`src/design/mips_config.svh`:
```
`ifndef MIPS_CONFIG_SVH
`define MIPS_CONFIG_SVH

// Datapath sizing
`define MIPS_XLEN   32
`define MIPS_REG_AW 5
`define MIPS_NREGS  32

// Opcodes in instr[31:26]
`define MIPS_OP_RTYPE 6'b000000
`define MIPS_OP_LW    6'b100011
`define MIPS_OP_SW    6'b101011
`define MIPS_OP_ADDI  6'b001000
`define MIPS_OP_ADDIU 6'b001001 // No overflow trap, same as addi here
`define MIPS_OP_ORI   6'b001101

// R-type funct codes in instr[5:0]
`define MIPS_FN_ADD  6'b100000
`define MIPS_FN_ADDU 6'b100001
`define MIPS_FN_SUB  6'b100010
`define MIPS_FN_SUBU 6'b100011
`define MIPS_FN_AND  6'b100100
`define MIPS_FN_OR   6'b100101
`define MIPS_FN_SLT  6'b101010

`endif

```
`src/design/mips_pkg.sv`:
```
`include "mips_config.svh"

package mips_pkg;

  typedef logic [`MIPS_XLEN-1:0]   word_t;
  typedef logic [`MIPS_REG_AW-1:0] reg_addr_t;

  typedef enum logic [2:0]
  {
    ALU_ADD,
    ALU_SUB,
    ALU_AND,
    ALU_OR,
    ALU_SLT
  } alu_op_e;

  // Decode control, produced in ID and carried into EX
  typedef struct packed
  {
    alu_op_e alu_op;
    logic    alusrc;   // Immediate as ALU operand b
    logic    signext;  // Sign extend imm, else zero extend
    logic    regdst;   // Write rd, else rt
    logic    memread;
    logic    memwrite;
    logic    memtoreg;
    logic    regwrite;
  } ctrl_t;

  // ------------------------------------------------------------
  // Stage payloads
  // ------------------------------------------------------------
  typedef struct packed
  {
    word_t instr;
  } if_id_t;

  typedef struct packed
  {
    ctrl_t     ctrl;
    word_t     srca;
    word_t     srcb;
    word_t     imm;
    reg_addr_t rs;
    reg_addr_t rt;
    reg_addr_t rd;
  } id_ex_t;

  typedef struct packed
  {
    logic      memread;
    logic      memwrite;
    logic      memtoreg;
    logic      regwrite;
    word_t     aluout;
    word_t     writedata;
    reg_addr_t rt;
    reg_addr_t writereg;
  } ex_mem_t;

  typedef struct packed
  {
    logic      memtoreg;
    logic      regwrite;
    word_t     readdata;
    word_t     aluout;
    reg_addr_t writereg;
  } mem_wb_t;

endpackage

```
`src/design/alu.sv`:
```
`timescale 1ns/1ps

module alu
(
  input  mips_pkg::word_t   a,
  input  mips_pkg::word_t   b,
  input  mips_pkg::alu_op_e op,
  output mips_pkg::word_t   y
);

  mips_pkg::word_t diff;

  assign diff = a - b;

  always_comb
  begin
    case (op)
      mips_pkg::ALU_ADD: y = a + b;
      mips_pkg::ALU_SUB: y = diff;
      mips_pkg::ALU_AND: y = a & b;
      mips_pkg::ALU_OR:  y = a | b;
      mips_pkg::ALU_SLT: y = mips_pkg::word_t'($signed(a) < $signed(b)); // Signed compare
      default:           y = a + b;
    endcase
  end

endmodule

```
`src/design/main_decoder.sv`:
```
`timescale 1ns/1ps
`include "mips_config.svh"

module main_decoder
(
  input  logic [5:0]      op,
  input  logic [5:0]      funct,
  output mips_pkg::ctrl_t ctrl
);

  always_comb
  begin
    ctrl        = '0;
    ctrl.alu_op = mips_pkg::ALU_ADD;
    case (op)
      `MIPS_OP_LW:
      begin
        ctrl.alusrc   = 1'b1;
        ctrl.signext  = 1'b1;
        ctrl.memread  = 1'b1;
        ctrl.memtoreg = 1'b1;
        ctrl.regwrite = 1'b1;
      end
      `MIPS_OP_SW:
      begin
        ctrl.alusrc   = 1'b1;
        ctrl.signext  = 1'b1;
        ctrl.memwrite = 1'b1;
      end
      `MIPS_OP_ADDI, `MIPS_OP_ADDIU:
      begin
        ctrl.alusrc   = 1'b1;
        ctrl.signext  = 1'b1;
        ctrl.regwrite = 1'b1;
      end
      `MIPS_OP_ORI:
      begin
        ctrl.alusrc   = 1'b1; // Zero extended immediate
        ctrl.regwrite = 1'b1;
        ctrl.alu_op   = mips_pkg::ALU_OR;
      end
      `MIPS_OP_RTYPE:
      begin
        ctrl.regdst   = 1'b1;
        ctrl.regwrite = 1'b1;
        case (funct)
          `MIPS_FN_SUB, `MIPS_FN_SUBU: ctrl.alu_op = mips_pkg::ALU_SUB;
          `MIPS_FN_AND:                ctrl.alu_op = mips_pkg::ALU_AND;
          `MIPS_FN_OR:                 ctrl.alu_op = mips_pkg::ALU_OR;
          `MIPS_FN_SLT:                ctrl.alu_op = mips_pkg::ALU_SLT;
          default:                     ctrl.alu_op = mips_pkg::ALU_ADD; // add, addu
        endcase
      end
      default:
      begin
        // Unknown opcode acts as R-type add
        ctrl.regdst   = 1'b1;
        ctrl.regwrite = 1'b1;
      end
    endcase
  end

endmodule

```
`src/design/mips.sv`:
```
`timescale 1ns/1ps
`include "mips_config.svh"

// Five-stage pipelined MIPS integer core
module mips
(
  input  logic            clk,
  input  logic            reset,
  output mips_pkg::word_t pc,
  input  mips_pkg::word_t instr,
  output logic            memwrite,
  output mips_pkg::word_t memaddr,
  output mips_pkg::word_t memwritedata,
  input  mips_pkg::word_t memreaddata
);

  mips_pkg::if_id_t    if_id_d, if_id_q;
  mips_pkg::id_ex_t    id_ex_d, id_ex_q;
  mips_pkg::ex_mem_t   ex_mem_d, ex_mem_q;
  mips_pkg::mem_wb_t   mem_wb_d, mem_wb_q;

  logic                stall;
  mips_pkg::word_t     pc_plus4;
  mips_pkg::ctrl_t     id_ctrl;
  mips_pkg::reg_addr_t id_rs, id_rt, id_rd;
  logic [15:0]         id_imm16;
  mips_pkg::word_t     id_rd1, id_rd2, id_imm;
  mips_pkg::word_t     ex_opa, ex_opb, ex_srcb, ex_aluout;
  mips_pkg::reg_addr_t ex_writereg;
  mips_pkg::word_t     wb_result;

  // ------------------------------------------------------------
  // IF
  // ------------------------------------------------------------
  assign pc_plus4 = pc + mips_pkg::word_t'(4);

  always_ff @(posedge clk)
  begin
    if (reset)
      pc <= '0;
    else if (!stall)
      pc <= pc_plus4;   // No control flow, so +4 or hold
  end

  assign if_id_d.instr = instr;

  pipe_reg #(.payload_t(mips_pkg::if_id_t)) if_id
  (
    .clk    (clk),
    .reset  (reset),
    .en     (!stall),
    .bubble (1'b0),
    .d      (if_id_d),
    .q      (if_id_q)
  );

  // ------------------------------------------------------------
  // ID
  // ------------------------------------------------------------
  assign id_rs    = if_id_q.instr[25:21];
  assign id_rt    = if_id_q.instr[20:16];
  assign id_rd    = if_id_q.instr[15:11];
  assign id_imm16 = if_id_q.instr[15:0];

  main_decoder dec0
  (
    .op    (if_id_q.instr[31:26]),
    .funct (if_id_q.instr[5:0]),
    .ctrl  (id_ctrl)
  );

  reg_file rf0
  (
    .clk (clk),
    .we  (mem_wb_q.regwrite),
    .ra1 (id_rs),
    .ra2 (id_rt),
    .wa  (mem_wb_q.writereg),
    .wd  (wb_result),
    .rd1 (id_rd1),
    .rd2 (id_rd2)
  );

  assign id_imm = id_ctrl.signext ? {{(`MIPS_XLEN-16){id_imm16[15]}}, id_imm16}
                                  : {{(`MIPS_XLEN-16){1'b0}}, id_imm16};

  // Load in EX feeding the instruction in ID
  assign stall = id_ex_q.ctrl.memread &&
                 (id_ex_q.rt == id_rs || id_ex_q.rt == id_rt);

  assign id_ex_d = '{ctrl: id_ctrl, srca: id_rd1, srcb: id_rd2, imm: id_imm,
                     rs: id_rs, rt: id_rt, rd: id_rd};

  pipe_reg #(.payload_t(mips_pkg::id_ex_t)) id_ex
  (
    .clk    (clk),
    .reset  (reset),
    .en     (1'b1),
    .bubble (stall),   // Inserts a nop behind the load
    .d      (id_ex_d),
    .q      (id_ex_q)
  );

  // ------------------------------------------------------------
  // EX
  // ------------------------------------------------------------
  operand_bypass byp0
  (
    .ex_rs        (id_ex_q.rs),
    .ex_rt        (id_ex_q.rt),
    .ex_srca      (id_ex_q.srca),
    .ex_srcb      (id_ex_q.srcb),
    .mem_regwrite (ex_mem_q.regwrite),
    .mem_writereg (ex_mem_q.writereg),
    .mem_aluout   (ex_mem_q.aluout),
    .wb_regwrite  (mem_wb_q.regwrite),
    .wb_writereg  (mem_wb_q.writereg),
    .wb_result    (wb_result),
    .opa          (ex_opa),
    .opb          (ex_opb)
  );

  assign ex_srcb     = id_ex_q.ctrl.alusrc ? id_ex_q.imm : ex_opb;
  assign ex_writereg = id_ex_q.ctrl.regdst ? id_ex_q.rd : id_ex_q.rt;

  alu alu0
  (
    .a  (ex_opa),
    .b  (ex_srcb),
    .op (id_ex_q.ctrl.alu_op),
    .y  (ex_aluout)
  );

  assign ex_mem_d = '{memread: id_ex_q.ctrl.memread, memwrite: id_ex_q.ctrl.memwrite,
                      memtoreg: id_ex_q.ctrl.memtoreg, regwrite: id_ex_q.ctrl.regwrite,
                      aluout: ex_aluout, writedata: ex_opb, rt: id_ex_q.rt,
                      writereg: ex_writereg};

  pipe_reg #(.payload_t(mips_pkg::ex_mem_t)) ex_mem
  (
    .clk    (clk),
    .reset  (reset),
    .en     (1'b1),
    .bubble (1'b0),
    .d      (ex_mem_d),
    .q      (ex_mem_q)
  );

  // ------------------------------------------------------------
  // MEM and WB
  // ------------------------------------------------------------
  assign memwrite     = ex_mem_q.memwrite;
  assign memaddr      = ex_mem_q.aluout;
  assign memwritedata = ex_mem_q.writedata;

  assign mem_wb_d = '{memtoreg: ex_mem_q.memtoreg, regwrite: ex_mem_q.regwrite,
                      readdata: memreaddata, aluout: ex_mem_q.aluout,
                      writereg: ex_mem_q.writereg};

  pipe_reg #(.payload_t(mips_pkg::mem_wb_t)) mem_wb
  (
    .clk    (clk),
    .reset  (reset),
    .en     (1'b1),
    .bubble (1'b0),
    .d      (mem_wb_d),
    .q      (mem_wb_q)
  );

  assign wb_result = mem_wb_q.memtoreg ? mem_wb_q.readdata : mem_wb_q.aluout;

endmodule

```
`src/design/operand_bypass.sv`:
```
`timescale 1ns/1ps

// EX operand forwarding from MEM and WB
module operand_bypass
(
  input  mips_pkg::reg_addr_t ex_rs,
  input  mips_pkg::reg_addr_t ex_rt,
  input  mips_pkg::word_t     ex_srca,
  input  mips_pkg::word_t     ex_srcb,
  input  logic                mem_regwrite,
  input  mips_pkg::reg_addr_t mem_writereg,
  input  mips_pkg::word_t     mem_aluout,
  input  logic                wb_regwrite,
  input  mips_pkg::reg_addr_t wb_writereg,
  input  mips_pkg::word_t     wb_result,
  output mips_pkg::word_t     opa,
  output mips_pkg::word_t     opb
);

  // Newest producer wins, r0 is never forwarded
  function automatic mips_pkg::word_t pick
  (
    input mips_pkg::reg_addr_t src,
    input mips_pkg::word_t     regval
  );
    if (src != '0 && mem_regwrite && mem_writereg == src)
      return mem_aluout;
    else if (src != '0 && wb_regwrite && wb_writereg == src)
      return wb_result;
    return regval;
  endfunction

  always_comb
  begin
    opa = pick(ex_rs, ex_srca);
    opb = pick(ex_rt, ex_srcb);   // Also the store data
  end

endmodule

```
`src/design/pipe_reg.sv`:
```
`timescale 1ns/1ps

// Register between two pipeline stages
module pipe_reg
#(
  parameter type payload_t = logic
)
(
  input  logic     clk,
  input  logic     reset,
  input  logic     en,
  input  logic     bubble,  // Load an all-zero payload
  input  payload_t d,
  output payload_t q
);

  always_ff @(posedge clk)
  begin
    if (reset || bubble)
      q <= '0;           // Zero payload never writes anything
    else if (en)
      q <= d;
  end

endmodule

```
`src/design/reg_file.sv`:
```
`timescale 1ns/1ps
`include "mips_config.svh"

// Two read ports, one write port; r0 has no storage
module reg_file
(
  input  logic                clk,
  input  logic                we,
  input  mips_pkg::reg_addr_t ra1,
  input  mips_pkg::reg_addr_t ra2,
  input  mips_pkg::reg_addr_t wa,
  input  mips_pkg::word_t     wd,
  output mips_pkg::word_t     rd1,
  output mips_pkg::word_t     rd2
);

  mips_pkg::word_t regs [1:`MIPS_NREGS-1];

  always_ff @(posedge clk)
  begin
    if (we && wa != '0)
      regs[wa] <= wd;
  end

  // Write-through so WB results reach ID in the same cycle
  assign rd1 = (ra1 == '0)       ? '0 :
               (we && ra1 == wa) ? wd : regs[ra1];
  assign rd2 = (ra2 == '0)       ? '0 :
               (we && ra2 == wa) ? wd : regs[ra2];

endmodule

```
`config.mk`:
```
export PLATFORM = sky130hd
export DESIGN_NAME = mips
export DESIGN_NICKNAME = d
export VERILOG_FILES = /design/src/design/mips_pkg.sv /design/src/design/alu.sv /design/src/design/main_decoder.sv /design/src/design/mips.sv /design/src/design/operand_bypass.sv /design/src/design/pipe_reg.sv /design/src/design/reg_file.sv
export VERILOG_INCLUDE_DIRS = /design/src /design/src/design
export SDC_FILE = /design/constraint.sdc
export NUM_CORES = 2
export LEC_CHECK = 0
export BUFFER_PORTS_ARGS = -buffer_cell sky130_fd_sc_hd__buf_2
export CAP_MARGIN = 20
export CORE_MARGIN = 2
export CORE_UTILIZATION = 45
export DETAILED_ROUTE_END_ITERATION = 7
export GPL_TIMING_DRIVEN = 0
export SYNTH_ARGS = -nofsm -noshare
export SYNTH_HDL_FRONTEND = slang
export SYNTH_HIERARCHICAL = 1
export SYNTH_SLANG_ARGS = --single-unit
export TNS_END_PERCENT = 1
```
`constraint.sdc`:
```
create_clock -name clk -period 6.7 [get_ports clk]
set_input_delay 1.005 -clock clk [delete_from_list [all_inputs] [get_ports clk]]
set_output_delay 1.005 -clock clk [all_outputs]
set_load 0.01 [all_outputs]
```
==> impl_metrics.yaml <==
setup_path:
  critPathCaptureType: "flop"
  crit_required_ps: 7380
  setup.worst_path.start_class: "flop"
  path_max_fanout: 10
  critical_path_class: "reg2reg"
  r2r_cells: 19
  worstPathArrival_ps: 7300
synth:
  syn_inst: 5091
  synth_area_sq_mm: 0.0671
  syn_avg_cell_area_sq_um: 13.2
  ys_warn_count: 6
global_routing:
  antenna_found_initial: 19
  grt_first_pass_wirelength_um: 381000
  grt_pass1_vias: 46900
  grt.busiest_layer: "met2"
  gr-total-overflow: 0
  grt_use_met2_pct: 53.2
  use_met1_pct: 48.8
  grtUsageTotal_pct: 36.2
  grt_start_max_net_pins: 36
  met3_usage_pct: 9.46
route:
  drcViolationCount: 0
  dr.pass1.iters: 7
  totalWireLength_um: 281000
  ant_nets: 0
  first_iter_violations: 8135
  vias: 50900
  drt-wirelength-per-cell_um: 37.4
  routed_via_density: 6.76
sta:
  drv_slew: 0
  finalSetupViolCount: 0
  hold_violations: 0
  worst_slew_pin_slew_ps: 1290
  hold_ws_ps: 426
  post-route-period-util_pct: 98.8
  clock_skew_ps: 54.8
  fmax_mhz: 151
  tns_ps: 0
  period_needed_ps: 6620
  slew_headroom_pct: 12.7
clocking:
  clockRootBuffer: "clkbuf_16"
  postCtsHoldBufs: 0
  cts_tree: "built"
  cts_buffer_depth: 3
  cts.htree.levels: 4
  cts_buffers: 145
  clkTransAtPathRegs_ps: 70
  clkLatencyLatePin_ps: 820
  clkSinkCount: 1317
floorplan:
  rows: 141
  core_area_sq_mm: 0.148
  initial_core_util_pct: 45.4
  die-area_sq_mm: 0.152
  die_h_um: 390
  dieWidth_um: 390
  io_pins: 163
cells_and_area:
  final_cell_area_sq_mm: 0.0765
  final_cells: 7518
  drive_above_1_share_pct: 21.4
  postLayoutCoreUtil_pct: 51.7
  fill_cells: 12700
  syn_to_final_growth_pct: 14.0
  nets: 5628
placed_design:
  io_buffers: 160
  gp_congestion: 1.09
  place_area_sq_mm: 0.0715
  dpl.hpwl_um: 205000
  placed_cells: 7235
pwr:
  power_density_mw_per_mm2: 244
  p_leak_nw: 28.1
  swShare_pct: 25.9
  p_int_w: 0.0138
  ir_drop_mv: 0.245
  p_sw_w: 0.00484
  power_frac_comb_pct: 10.0
  p_clk_share_pct: 42.9
  p_seq_share_pct: 47.1
outcome:
  outcome: "complete, no violations"
hold_path:
  min_path_type: "in2reg"
  hold_depth: 3
run:
  maxCapViolations: 0
==> layer usage <==
metal  vias up  part of all wire [%]
met5         -                 0.054
met1     25700                    38
li1      20800                     -
met2      3636                    43
met4         8                   6.8
met3       712                    12
==> stage by stage <==
stage	power [W]	worst slack, ps
4_1_cts	0.0186	110
2_1_floorplan	0.0100	2170
3_5_place_dp	0.0107	-422
3_3_place_gp	0.0107	-417
6_report	0.0187	78.8
5_1_grt	0.0191	-1.32
==> worst max-delay path, stage by stage (launching register included) <==
cell       delay [ps]
dfxtp_1           570
xor2_1            190
nor4b_4           610
clkbuf_1          420
nand3_1           150
a31oi_2           510
mux2_2            280
inv_1              60
ha_1              400
nor2_1            130
a2111oi_1         590
o31ai_2           230
o2111ai_1         320
a21oi_1           160
nor4_2            560
a21oi_1           260
mux2i_1           170
or3_1             500
mux2i_1           290
nor2_1             60
==> path summary, 6_finish.rpt <==
| path | start | endpoint | slack [ps] |
|---|---|---|---|
| hold / removal | instr[22] | if_id/q[22] | 430 |
| setup / recovery | id_ex/q[6] | ex_mem/q[72] | 80 |
| setup reg to reg | id_ex/q[6] | ex_mem/q[72] | 80 |
| hold reg to reg | id_ex/q[113] | ex_mem/q[76] | 500 |
==> layout make-up <==
type                    count  area, sq um  area share (%)
clock buffers             190         3880            5.07
inverters                 108          405           0.530
multi-input cells        3263        28500            37.2
plain buffers             409         2320            3.04
clock inverters            77          837            1.09
well taps                1930         2410            3.16
flip-flops and latches   1317        36300            47.4
diodes                      5         12.5          0.0164
repair buffers            219         1860            2.43
==> power by group through the flow <==
stage | combinational (W) | clock (W) | sequential [W]
finish | 0.00187 | 0.00801 | 0.00879
detailed placement | 0.00176 | 0 | 0.00896
global route | 0.00193 | 0.00840 | 0.00879
CTS | 0.00177 | 0.00808 | 0.00879
floorplan | 0.00111 | 0 | 0.00893
global placement | 0.00176 | 0 | 0.00896
==> cells in the final DEF (no fill, tap or decap), types with 22 or more instances in the layout <==
cell / instances
edfxtp_1: 992
mux2i_1: 570
nor2_1: 434
dfxtp_1: 325
mux4_2: 303
buf_2: 293
nand2_1: 217
clkbuf_1: 200
a21oi_1: 163
o21ai_0: 152
clkbuf_16: 146
mux2_2: 142
inv_1: 106
nand3_1: 105
nor3_1: 98
ha_1: 97
a31oi_1: 85
o22ai_1: 81
a211oi_1: 67
buf_6: 57
buf_4: 44
nor2b_1: 41
a22oi_1: 40
o2111ai_1: 38
buf_12: 38
xnor2_1: 36
clkinv_1: 36
o211ai_1: 33
a2111o_1: 32
a32o_1: 31
nor2_4: 31
o41ai_1: 25
a221o_1: 23
a22o_1: 22
==> what timing repair did <==
action,CTS,global route
hold endpoints to repair,0,0
pin swaps,0,1
setup buffers,0,2
endpoints found under the setup margin,3,2
resized for setup,15,9
==> flip-flops by register name, summed over array words and instances, names as in the netlist <==
name / cells
rf0/regs: 992
pc: 30
ex_mem/q: 72
mem_wb/q: 71
id_ex/q: 120
if_id/q: 32
Note: power is estimated with default switching activity, not from simulation.
